`src/source/rv_pkg.sv`:
```
package rv_pkg;

   // Data path and address width
   parameter int unsigned XLEN = 32;

   typedef logic [XLEN-1:0] xlen_t;
   typedef logic [4:0]      reg_addr_t;

   // Major opcodes the core still decodes
   typedef enum logic [6:0] {
      OP     = 7'b0110011,     // ADD SUB AND OR
      OP_IMM = 7'b0010011,     // ADDI
      LOAD   = 7'b0000011,     // LW
      STORE  = 7'b0100011,     // SW
      BRANCH = 7'b1100011,     // BEQ
      JAL    = 7'b1101111
   } opcode_e;

   typedef enum logic [1:0] {
      ALU_ADD = 2'b00,
      ALU_SUB = 2'b01,
      ALU_AND = 2'b10,
      ALU_OR  = 2'b11
   } alu_op_e;

   // Source of an operand in execute
   typedef enum logic [1:0] {
      FWD_RF  = 2'b00,         // Value read in decode
      FWD_MEM = 2'b01,         // Result now in memory stage
      FWD_WB  = 2'b10          // Result now in writeback stage
   } fwd_sel_e;

   // ADDI x0,x0,0 used as pipeline bubble
   parameter xlen_t NOP_INSTR = 32'h0000_0013;

endpackage

```
`src/source/rv_regfile.sv`:
```
`timescale 1ns/10ps

module rv_regfile (
   input  logic              clk_i,
   input  logic              rst_n_i,
   input  rv_pkg::reg_addr_t rs1_i,
   input  rv_pkg::reg_addr_t rs2_i,
   input  rv_pkg::reg_addr_t rd_i,
   input  rv_pkg::xlen_t     rd_data_i,
   input  logic              rd_we_i,
   output rv_pkg::xlen_t     rs1_data_o,
   output rv_pkg::xlen_t     rs2_data_o
);
   import rv_pkg::*;

   xlen_t regs_q [1:31];                         // x0 has no storage

   always_ff @(posedge clk_i) begin
      if (!rst_n_i) begin
         for (int i = 1; i < 32; i++) begin
            regs_q[i] <= '0;
         end
      end else if (rd_we_i && (rd_i != '0)) begin
         regs_q[rd_i] <= rd_data_i;
      end
   end

   // A write in progress is seen by the read
   function automatic xlen_t read_port(input reg_addr_t addr);
      if (addr == '0) begin
         return '0;
      end
      if (rd_we_i && (rd_i == addr)) begin
         return rd_data_i;
      end
      return regs_q[addr];
   endfunction

   assign rs1_data_o = read_port(rs1_i);
   assign rs2_data_o = read_port(rs2_i);

endmodule

```
`src/source/rv_hazard.sv`:
```
`timescale 1ns/10ps

module rv_hazard (
   input  rv_pkg::reg_addr_t dec_rs1_i,
   input  rv_pkg::reg_addr_t dec_rs2_i,
   input  rv_pkg::reg_addr_t ex_rs1_i,
   input  rv_pkg::reg_addr_t ex_rs2_i,
   input  rv_pkg::reg_addr_t ex_rd_i,
   input  rv_pkg::reg_addr_t mem_rd_i,
   input  rv_pkg::reg_addr_t wb_rd_i,
   input  logic              ex_mem_read_i,
   input  logic              mem_reg_write_i,
   input  logic              wb_reg_write_i,
   output rv_pkg::fwd_sel_e  fwd_a_o,
   output rv_pkg::fwd_sel_e  fwd_b_o,
   output logic              load_stall_o
);
   import rv_pkg::*;

   logic load_rd_valid;

   // Memory stage holds the younger result, so it is checked first
   function automatic fwd_sel_e select_src(input reg_addr_t src);
      if (mem_reg_write_i && (mem_rd_i != '0) && (mem_rd_i == src)) begin
         return FWD_MEM;
      end
      if (wb_reg_write_i && (wb_rd_i != '0) && (wb_rd_i == src)) begin
         return FWD_WB;
      end
      return FWD_RF;
   endfunction

   assign fwd_a_o = select_src(ex_rs1_i);
   assign fwd_b_o = select_src(ex_rs2_i);

   // Load data only exists once the load reaches memory
   assign load_rd_valid = ex_mem_read_i && (ex_rd_i != '0);
   assign load_stall_o  = load_rd_valid &&
                          ((ex_rd_i == dec_rs1_i) || (ex_rd_i == dec_rs2_i));

endmodule

```
`src/source/rv_fetch.sv`:
```
`timescale 1ns/10ps

module rv_fetch #(
   parameter rv_pkg::xlen_t RESET_PC = '0
) (
   input  logic          clk_i,
   input  logic          rst_n_i,
   input  rv_pkg::xlen_t inst_i,
   input  logic          load_stall_i,
   input  logic          jal_take_i,
   input  rv_pkg::xlen_t jal_target_i,
   input  logic          branch_take_i,
   input  rv_pkg::xlen_t branch_target_i,
   output rv_pkg::xlen_t inst_addr_o,
   output logic          inst_ce_o,
   output rv_pkg::xlen_t if_pc_o,
   output rv_pkg::xlen_t if_instr_o
);
   import rv_pkg::*;

   xlen_t pc_q;
   xlen_t pc_d;
   logic  ce_q;                                  // Fetch runs one cycle after reset

   assign inst_addr_o = pc_q;
   assign inst_ce_o   = ce_q;

   // Branch in execute is older than JAL in decode
   always_comb begin
      if (!ce_q) begin
         pc_d = pc_q;
      end else if (branch_take_i) begin
         pc_d = branch_target_i;
      end else if (load_stall_i) begin
         pc_d = pc_q;                             // Refetch same word
      end else if (jal_take_i) begin
         pc_d = jal_target_i;
      end else begin
         pc_d = pc_q + 32'd4;
      end
   end

   always_ff @(posedge clk_i) begin
      if (!rst_n_i) begin
         ce_q       <= 1'b0;
         pc_q       <= RESET_PC;
         if_instr_o <= NOP_INSTR;
      end else begin
         ce_q <= 1'b1;
         pc_q <= pc_d;
         if (!ce_q || branch_take_i) begin
            if_instr_o <= NOP_INSTR;
         end else if (!load_stall_i) begin
            if_instr_o <= jal_take_i ? NOP_INSTR : inst_i;  // Squash word after JAL
         end
      end
   end

   always_ff @(posedge clk_i) begin
      if (!load_stall_i) begin
         if_pc_o <= pc_q;
      end
   end

endmodule

```
`src/source/rv_decode.sv`:
```
`timescale 1ns/10ps

module rv_decode (
   input  logic              clk_i,
   input  logic              rst_n_i,
   input  rv_pkg::xlen_t     if_pc_i,
   input  rv_pkg::xlen_t     if_instr_i,
   input  rv_pkg::xlen_t     rs1_data_i,
   input  rv_pkg::xlen_t     rs2_data_i,
   input  logic              load_stall_i,
   input  logic              branch_take_i,
   output rv_pkg::reg_addr_t rs1_o,
   output rv_pkg::reg_addr_t rs2_o,
   output logic              jal_take_o,
   output rv_pkg::xlen_t     jal_target_o,
   output rv_pkg::xlen_t     id_pc_o,
   output rv_pkg::xlen_t     id_a_o,
   output rv_pkg::xlen_t     id_b_o,
   output rv_pkg::xlen_t     id_imm_o,
   output rv_pkg::reg_addr_t id_rs1_o,
   output rv_pkg::reg_addr_t id_rs2_o,
   output rv_pkg::reg_addr_t id_rd_o,
   output rv_pkg::alu_op_e   id_alu_op_o,
   output logic              id_alu_src_o,
   output logic              id_mem_read_o,
   output logic              id_mem_write_o,
   output logic              id_reg_write_o,
   output logic              id_branch_o,
   output logic              id_link_o
);
   import rv_pkg::*;

   xlen_t      imm_i;
   xlen_t      imm_s;
   xlen_t      imm_b;
   xlen_t      imm_j;
   xlen_t      imm;
   alu_op_e    alu_op;
   logic       alu_src;
   logic       mem_read;
   logic       mem_write;
   logic       reg_write;
   logic       branch;
   logic       link;
   logic [2:0] funct3;
   logic       flush;

   assign rs1_o  = if_instr_i[19:15];
   assign rs2_o  = if_instr_i[24:20];
   assign funct3 = if_instr_i[14:12];

   assign imm_i = {{20{if_instr_i[31]}}, if_instr_i[31:20]};
   assign imm_s = {{20{if_instr_i[31]}}, if_instr_i[31:25], if_instr_i[11:7]};
   assign imm_b = {{19{if_instr_i[31]}}, if_instr_i[31], if_instr_i[7],
                   if_instr_i[30:25], if_instr_i[11:8], 1'b0};
   assign imm_j = {{11{if_instr_i[31]}}, if_instr_i[31], if_instr_i[19:12],
                   if_instr_i[20], if_instr_i[30:21], 1'b0};

   // Anything not listed decodes as a NOP
   always_comb begin
      alu_op    = ALU_ADD;
      alu_src   = 1'b0;
      mem_read  = 1'b0;
      mem_write = 1'b0;
      reg_write = 1'b0;
      branch    = 1'b0;
      link      = 1'b0;
      imm       = imm_i;
      case (opcode_e'(if_instr_i[6:0]))
         OP: begin
            reg_write = (funct3 == 3'b000) || (funct3 == 3'b110) || (funct3 == 3'b111);
            case (funct3)
               3'b111:  alu_op = ALU_AND;
               3'b110:  alu_op = ALU_OR;
               default: alu_op = if_instr_i[30] ? ALU_SUB : ALU_ADD;
            endcase
         end
         OP_IMM: begin
            alu_src   = 1'b1;
            reg_write = (funct3 == 3'b000);        // ADDI only
         end
         LOAD: begin
            alu_src   = 1'b1;
            mem_read  = 1'b1;
            reg_write = 1'b1;
         end
         STORE: begin
            alu_src   = 1'b1;
            mem_write = 1'b1;
            imm       = imm_s;
         end
         BRANCH: begin
            branch = (funct3 == 3'b000);           // BEQ only
            imm    = imm_b;
         end
         JAL: begin
            link      = 1'b1;
            reg_write = 1'b1;
            imm       = imm_j;
         end
         default: ;
      endcase
   end

   assign jal_take_o   = link;
   assign jal_target_o = if_pc_i + imm_j;

   assign flush = load_stall_i || branch_take_i;

   always_ff @(posedge clk_i) begin
      if (!rst_n_i || flush) begin
         id_rs1_o       <= '0;
         id_rs2_o       <= '0;
         id_rd_o        <= '0;
         id_mem_read_o  <= 1'b0;
         id_mem_write_o <= 1'b0;
         id_reg_write_o <= 1'b0;
         id_branch_o    <= 1'b0;
         id_link_o      <= 1'b0;
      end else begin
         id_rs1_o       <= rs1_o;
         id_rs2_o       <= rs2_o;
         id_rd_o        <= if_instr_i[11:7];
         id_mem_read_o  <= mem_read;
         id_mem_write_o <= mem_write;
         id_reg_write_o <= reg_write;
         id_branch_o    <= branch;
         id_link_o      <= link;
      end
   end

   always_ff @(posedge clk_i) begin
      id_pc_o      <= if_pc_i;
      id_a_o       <= rs1_data_i;
      id_b_o       <= rs2_data_i;
      id_imm_o     <= imm;
      id_alu_op_o  <= alu_op;
      id_alu_src_o <= alu_src;
   end

endmodule

```
`src/source/rv_execute.sv`:
```
`timescale 1ns/10ps

module rv_execute (
   input  logic              clk_i,
   input  logic              rst_n_i,
   input  rv_pkg::xlen_t     id_pc_i,
   input  rv_pkg::xlen_t     id_a_i,
   input  rv_pkg::xlen_t     id_b_i,
   input  rv_pkg::xlen_t     id_imm_i,
   input  rv_pkg::reg_addr_t id_rd_i,
   input  rv_pkg::alu_op_e   id_alu_op_i,
   input  logic              id_alu_src_i,
   input  logic              id_mem_read_i,
   input  logic              id_mem_write_i,
   input  logic              id_reg_write_i,
   input  logic              id_branch_i,
   input  logic              id_link_i,
   input  rv_pkg::fwd_sel_e  fwd_a_i,
   input  rv_pkg::fwd_sel_e  fwd_b_i,
   input  rv_pkg::xlen_t     mem_result_i,
   input  rv_pkg::xlen_t     wb_result_i,
   output logic              branch_take_o,
   output rv_pkg::xlen_t     branch_target_o,
   output rv_pkg::xlen_t     ex_result_o,
   output rv_pkg::xlen_t     ex_store_o,
   output rv_pkg::reg_addr_t ex_rd_o,
   output logic              ex_mem_read_o,
   output logic              ex_mem_write_o,
   output logic              ex_reg_write_o
);
   import rv_pkg::*;

   xlen_t op_a;
   xlen_t op_b;                                  // rs2 after forwarding, also store data
   xlen_t alu_b;
   xlen_t alu_res;

   function automatic xlen_t fwd_mux(input fwd_sel_e sel, input xlen_t rf_val);
      case (sel)
         FWD_MEM: return mem_result_i;
         FWD_WB:  return wb_result_i;
         default: return rf_val;
      endcase
   endfunction

   assign op_a  = fwd_mux(fwd_a_i, id_a_i);
   assign op_b  = fwd_mux(fwd_b_i, id_b_i);
   assign alu_b = id_alu_src_i ? id_imm_i : op_b;

   always_comb begin
      case (id_alu_op_i)
         ALU_SUB: alu_res = op_a - alu_b;
         ALU_AND: alu_res = op_a & alu_b;
         ALU_OR:  alu_res = op_a | alu_b;
         default: alu_res = op_a + alu_b;
      endcase
   end

   assign branch_take_o   = id_branch_i && (op_a == op_b);   // BEQ
   assign branch_target_o = id_pc_i + id_imm_i;

   always_ff @(posedge clk_i) begin
      if (!rst_n_i) begin
         ex_rd_o        <= '0;
         ex_mem_read_o  <= 1'b0;
         ex_mem_write_o <= 1'b0;
         ex_reg_write_o <= 1'b0;
      end else begin
         ex_rd_o        <= id_rd_i;
         ex_mem_read_o  <= id_mem_read_i;
         ex_mem_write_o <= id_mem_write_i;
         ex_reg_write_o <= id_reg_write_i;
      end
   end

   always_ff @(posedge clk_i) begin
      ex_result_o <= id_link_i ? id_pc_i + 32'd4 : alu_res;   // JAL writes return address
      ex_store_o  <= op_b;
   end

endmodule

```
`src/source/rv_core.sv`:
```
`timescale 1ns/10ps

module rv_core #(
   parameter rv_pkg::xlen_t RESET_PC = '0
) (
   input  logic          clk_i,
   input  logic          rst_n_i,
   input  rv_pkg::xlen_t inst_i,
   input  rv_pkg::xlen_t data_i,
   output rv_pkg::xlen_t inst_addr_o,
   output logic          inst_ce_o,
   output rv_pkg::xlen_t data_addr_o,
   output rv_pkg::xlen_t data_o,
   output logic          data_ce_o,
   output logic          data_we_o
);
   import rv_pkg::*;

   xlen_t     if_pc;
   xlen_t     if_instr;
   reg_addr_t rs1;
   reg_addr_t rs2;
   xlen_t     rs1_data;
   xlen_t     rs2_data;
   logic      jal_take;
   xlen_t     jal_target;
   logic      branch_take;
   xlen_t     branch_target;
   logic      load_stall;
   fwd_sel_e  fwd_a;
   fwd_sel_e  fwd_b;

   xlen_t     id_pc;
   xlen_t     id_a;
   xlen_t     id_b;
   xlen_t     id_imm;
   reg_addr_t id_rs1;
   reg_addr_t id_rs2;
   reg_addr_t id_rd;
   alu_op_e   id_alu_op;
   logic      id_alu_src;
   logic      id_mem_read;
   logic      id_mem_write;
   logic      id_reg_write;
   logic      id_branch;
   logic      id_link;

   xlen_t     ex_result;
   xlen_t     ex_store;
   reg_addr_t ex_rd;
   logic      ex_mem_read;
   logic      ex_mem_write;
   logic      ex_reg_write;

   xlen_t     mem_result;                        // Value the memory stage will write back
   xlen_t     wb_result;
   reg_addr_t wb_rd;
   logic      wb_reg_write;

   rv_fetch #(
      .RESET_PC (RESET_PC)
   ) i_fetch (
      .clk_i           (clk_i),
      .rst_n_i         (rst_n_i),
      .inst_i          (inst_i),
      .load_stall_i    (load_stall),
      .jal_take_i      (jal_take),
      .jal_target_i    (jal_target),
      .branch_take_i   (branch_take),
      .branch_target_i (branch_target),
      .inst_addr_o     (inst_addr_o),
      .inst_ce_o       (inst_ce_o),
      .if_pc_o         (if_pc),
      .if_instr_o      (if_instr)
   );

   rv_decode i_decode (
      .clk_i          (clk_i),
      .rst_n_i        (rst_n_i),
      .if_pc_i        (if_pc),
      .if_instr_i     (if_instr),
      .rs1_data_i     (rs1_data),
      .rs2_data_i     (rs2_data),
      .load_stall_i   (load_stall),
      .branch_take_i  (branch_take),
      .rs1_o          (rs1),
      .rs2_o          (rs2),
      .jal_take_o     (jal_take),
      .jal_target_o   (jal_target),
      .id_pc_o        (id_pc),
      .id_a_o         (id_a),
      .id_b_o         (id_b),
      .id_imm_o       (id_imm),
      .id_rs1_o       (id_rs1),
      .id_rs2_o       (id_rs2),
      .id_rd_o        (id_rd),
      .id_alu_op_o    (id_alu_op),
      .id_alu_src_o   (id_alu_src),
      .id_mem_read_o  (id_mem_read),
      .id_mem_write_o (id_mem_write),
      .id_reg_write_o (id_reg_write),
      .id_branch_o    (id_branch),
      .id_link_o      (id_link)
   );

   rv_regfile i_regfile (
      .clk_i      (clk_i),
      .rst_n_i    (rst_n_i),
      .rs1_i      (rs1),
      .rs2_i      (rs2),
      .rd_i       (wb_rd),
      .rd_data_i  (wb_result),
      .rd_we_i    (wb_reg_write),
      .rs1_data_o (rs1_data),
      .rs2_data_o (rs2_data)
   );

   rv_hazard i_hazard (
      .dec_rs1_i       (rs1),
      .dec_rs2_i       (rs2),
      .ex_rs1_i        (id_rs1),
      .ex_rs2_i        (id_rs2),
      .ex_rd_i         (id_rd),
      .mem_rd_i        (ex_rd),
      .wb_rd_i         (wb_rd),
      .ex_mem_read_i   (id_mem_read),
      .mem_reg_write_i (ex_reg_write),
      .wb_reg_write_i  (wb_reg_write),
      .fwd_a_o         (fwd_a),
      .fwd_b_o         (fwd_b),
      .load_stall_o    (load_stall)
   );

   rv_execute i_execute (
      .clk_i           (clk_i),
      .rst_n_i         (rst_n_i),
      .id_pc_i         (id_pc),
      .id_a_i          (id_a),
      .id_b_i          (id_b),
      .id_imm_i        (id_imm),
      .id_rd_i         (id_rd),
      .id_alu_op_i     (id_alu_op),
      .id_alu_src_i    (id_alu_src),
      .id_mem_read_i   (id_mem_read),
      .id_mem_write_i  (id_mem_write),
      .id_reg_write_i  (id_reg_write),
      .id_branch_i     (id_branch),
      .id_link_i       (id_link),
      .fwd_a_i         (fwd_a),
      .fwd_b_i         (fwd_b),
      .mem_result_i    (mem_result),
      .wb_result_i     (wb_result),
      .branch_take_o   (branch_take),
      .branch_target_o (branch_target),
      .ex_result_o     (ex_result),
      .ex_store_o      (ex_store),
      .ex_rd_o         (ex_rd),
      .ex_mem_read_o   (ex_mem_read),
      .ex_mem_write_o  (ex_mem_write),
      .ex_reg_write_o  (ex_reg_write)
   );

   // Memory stage drives the data port directly
   assign data_addr_o = ex_result;
   assign data_o      = ex_store;
   assign data_ce_o   = ex_mem_read || ex_mem_write;
   assign data_we_o   = ex_mem_write;

   // Load data arrives in the same cycle
   assign mem_result = ex_mem_read ? data_i : ex_result;

   always_ff @(posedge clk_i) begin
      if (!rst_n_i) begin
         wb_rd        <= '0;
         wb_reg_write <= 1'b0;
      end else begin
         wb_rd        <= ex_rd;
         wb_reg_write <= ex_reg_write;
      end
   end

   always_ff @(posedge clk_i) begin
      wb_result <= mem_result;
   end

endmodule

```
`config.mk`:
```
export PLATFORM = sky130hd
export DESIGN_NAME = rv_core
export DESIGN_NICKNAME = d
export VERILOG_FILES = /design/src/source/rv_pkg.sv /design/src/source/rv_regfile.sv /design/src/source/rv_hazard.sv /design/src/source/rv_fetch.sv /design/src/source/rv_decode.sv /design/src/source/rv_execute.sv /design/src/source/rv_core.sv
export SDC_FILE = /design/constraint.sdc
export NUM_CORES = 2
export LEC_CHECK = 0
export BUFFER_PORTS_ARGS = -buffer_cell sky130_fd_sc_hd__buf_2
export CORE_MARGIN = 4
export CORE_UTILIZATION = 40
export DETAILED_ROUTE_END_ITERATION = 10
export GPL_TIMING_DRIVEN = 1
export PLACE_DENSITY = 0.55
export SLEW_MARGIN = 20
export SYNTH_ARGS = -nofsm -noshare
export SYNTH_HDL_FRONTEND = slang
export SYNTH_SLANG_ARGS = --single-unit
```
`constraint.sdc`:
```
create_clock -name clk_i -period 12.6 [get_ports clk_i]
set_clock_uncertainty 0.1 [all_clocks]
set_input_delay 0.63 -clock clk_i [delete_from_list [all_inputs] [get_ports clk_i]]
set_output_delay 0.63 -clock clk_i [all_outputs]
set_load 0.1 [all_outputs]
```
==> impl_results.md <==
- Top post-synthesis cells by area: edfxtp_1 (42%), mux4_2 (19%), dfxtp_1 (8.7%)
- RSZ-0062 raised after global routing: false
- R2R Setup Slk: 5.65 ns
- Row cnt: 158
- Async SR Flop Fraction: 0%
- Number of iterations in the first detailed-routing pass: 8
- Vias: 49800
- Placed Area: 78900 um^2
- Fin util: 45.3%
- Max reg flops: 1024
- First-pass GRT wire length: 367 mm
- Die area: 194000 um^2
- Number of fill cells: 16600
- Prevailing post-synth register cell: edfxtp_1
- Final ANT Viol Nets: 0
- Hold EP: wb_result[20]$_DFF_P_
- I/O pin count: 165
- Worst setup SP type: flop
- Gr ovfl total: 0
- Die Span X: 441 um
- Fin. max-slew vios: 0
- Clock Path Buffers: 3
- GRT Overall Usage: 26.3%
- Critical R2R Launch: wb_rd[3]$_SDFF_PN0_
- First DRT Iteration DRCs: 5483
- Crit-path max FO: 31
- Setup Crit Path Kind: flop to flop
- Tmin final: 6.95 ns
- CP Data Required Time: 13.22 ns
- Final Power: 13000 uW
- Post_cts resized: 0
- Clk pin slew, worst setup/hold paths: 0.06 ns
- # nets final: 5898
- Syn Area/Cell: 13.2 um^2
- Final Setup Violations: 0
- Post-synth top area share: 42.3%
- Setup Total Neg Slack: 0 ns
- Synth warn: 0
- WL final: 257 mm
- Peak supply drop: 200 uV
- Antenna violations before repair: 11
- Outcome: finished, final reports clean
- Final instance area: 84200 um^2
- Worst Hold Class: input pin to flop
- Fmax: 0.144 GHz
- Standard cell core area: 186000 um^2
- Layout cells sized above 1: 22.8%
- Chip height: 441 um
- Hold Crit Start: data_i[20]
- Largest net degree at the start of global routing: 128
- Area of the multi-input gates: 35300 um^2
- Post-synth EDFFs: 1056
- Top cells by count, synth: edfxtp_1 (1056), and2_1 (1035), mux4_2 (640), clkbuf_1 (401), dfxtp_1 (325)
- Cts bufs inserted: 155
- Tightest Pin Transition: 1.07 ns
- DR vias/cell: 5.98
- Crit path DAT: 7.57 ns
- Origin of the worst setup path: wb_rd[3]$_SDFF_PN0_
- Worst hold stages: 2
- Starting Density: 40.3%
- Clock latency at the later pin of the worst-skew pair: 0.81 ns
- Reg area: 38300 um^2
- Area Overhead vs Synth: 12.3%
- # port buffers: 164
- Setup WS post-layout: 5.65 ns
- Period Utilization, post-route: 55.2%
- Seq cells post-synth: 1381
- H-tree depth: 4
- Most common cell in the netlist: edfxtp_1
- Yosys cell types: 93
- Register area share after synthesis: 51.0%
- DRC violations left: 0
- Max-Cap Viols: 0
- Slew margin rel.: 28.2%
- Mapped Cells: 5698
- Post-CTS setup buffer count: 0
- CTS tree: built
- Placed wire-length estimate: 160 mm
- Routability cong.: 0.932
- Crit. End Element: flop
- Critical R2R Capture: i_execute.ex_result_o[31]$_DFF_P_
- Largest area contributor in the netlist: edfxtp_1
- R2R cell count: 22
- Pwr/cell area: 154 nW/um^2
- Synthesized cell area: 75000 um^2
- Final Hold Fails: 0
- Register with the most flip-flops: i_regfile.regs_q
- CTS root buffer: clkbuf_16
- Leak Pwr: 0.0300 uW
- Place WS: 5.69 ns
- Vias in the first global route: 49800
- Mean routed wirelength per cell: 30.9 um
- CTS sink count: 1381
[cells by family (layout without fill, tap and decap cells)]
logic type,count (synthesis),in the layout,share of synthesized area (%)
other,1,36,0.00500
and+or+nand+nor,1907,1907,14.2
xor gates and xnor gates,227,227,2.66
muxes,760,760,20.9
AOI/OAI and AO/OA,733,733,6.25
adders and majority gates,128,128,2.09
DFF,1381,1381,51.0
buffers and inverters,561,686,2.89
[critical path: stages (launching register included)]
cell,delay (ns)
dfxtp_1,0.62
or3_1,0.88
o311ai_4,0.12
buf_4,0.26
or4_1,0.50
a311oi_2,0.31
o211ai_2,0.17
nor4b_4,0.48
and2_1,0.29
a31oi_1,0.13
xnor2_1,0.17
ha_1,0.39
a21o_1,0.24
and2_1,0.16
or2_2,0.28
a21oi_1,0.30
o21bai_1,0.10
a221oi_1,0.31
o221ai_1,0.21
a31o_2,0.28
a21oi_1,0.17
xnor2_1,0.09
a221oi_1,0.28
[report_power, final]
part	internal [uW]	total (uW)	switching, uW
sequential	5220	5510	293
combinational	842	2960	2120
clock	2530	4490	1960
total	8590	13000	4370
[what timing repair did]
item	4_1_cts	5_1_grt
endpoints found under the setup margin	0	0
hold endpoints to repair	32	0
hold buffers	28	0
[layer usage]
layer | global-route usage [%] | up-vias | wire length, um
met4 | 7.97 | 0 | 8340
met5 | 0 | - | 0
met3 | 5.13 | 447 | 20800
met2 | 44.2 | 2137 | 126000
li1 | - | 21600 | -
met1 | 34.7 | 25600 | 103000
[per-stage QoR]
step	instances	hold WS (ns)
final	8338	0.0734
after global routing	8335	0.0352
after CTS	8334	0.00340
after detailed placement	8021	0.261
after global placement	8021	0.260
after floorplan	5729	0.250
[cells in the final DEF (no fill, tap or decap), types with 17 or more instances in the layout]
cell	Yosys	layout
mux4_2	640	640
buf_2	23	163
o21a_1	17	17
xnor2_1	119	119
a21o_1	38	38
clkinv_1	1	34
nand4_1	26	26
and3_1	26	26
nor3_1	118	118
nor2_4	0	33
nand2_1	209	207
clkbuf_16	0	158
dlygate4sd3_1	0	28
clkbuf_1	401	33
xor2_1	107	107
buf_4	4	142
dfxtp_1	325	310
o21ai_4	0	31
maj3_1	22	22
nor2_1	236	203
edfxtp_1	1056	1056
inv_1	61	60
nand3_1	131	129
nor4_1	21	21
and2_1	1035	1035
nand2b_1	18	18
a31oi_1	67	67
a21oi_1	159	159
ha_1	103	103
o211ai_1	18	18
or3_1	19	19
a211oi_1	110	110
o21ai_0	197	166
clkinv_2	0	27
mux2_2	38	38
conb_1	1	32
mux2i_1	82	82
[worst max-delay path by stage]
stage / endpoint / slack, ns / cells after the start
final: i_execute.ex_result_o[31]$_DFF_P_ / 5.65 / 22
after global routing: i_execute.ex_result_o[29]$_DFF_P_ / 5.25 / 22
after CTS: i_execute.ex_result_o[31]$_DFF_P_ / 5.69 / 22
after detailed placement: i_execute.ex_result_o[31]$_DFF_P_ / 5.69 / 22
after global placement: i_execute.ex_result_o[31]$_DFF_P_ / 5.77 / 22
after floorplan: i_execute.ex_result_o[31]$_DFF_P_ / 7.10 / 22
[cell type report]
| class | instances | area share [%] |
|---|---|---|
| well taps | 2480 | 3.68 |
| diodes | 4 | 0.0119 |
| repair buffers | 339 | 2.71 |
| clock buffers | 198 | 4.96 |
| multi-input cells | 3787 | 42.0 |
| inverters | 62 | 0.276 |
| clock inverters | 87 | 0.960 |
| flip-flops and latches | 1381 | 45.4 |
Power figures use the tool's default switching activity.
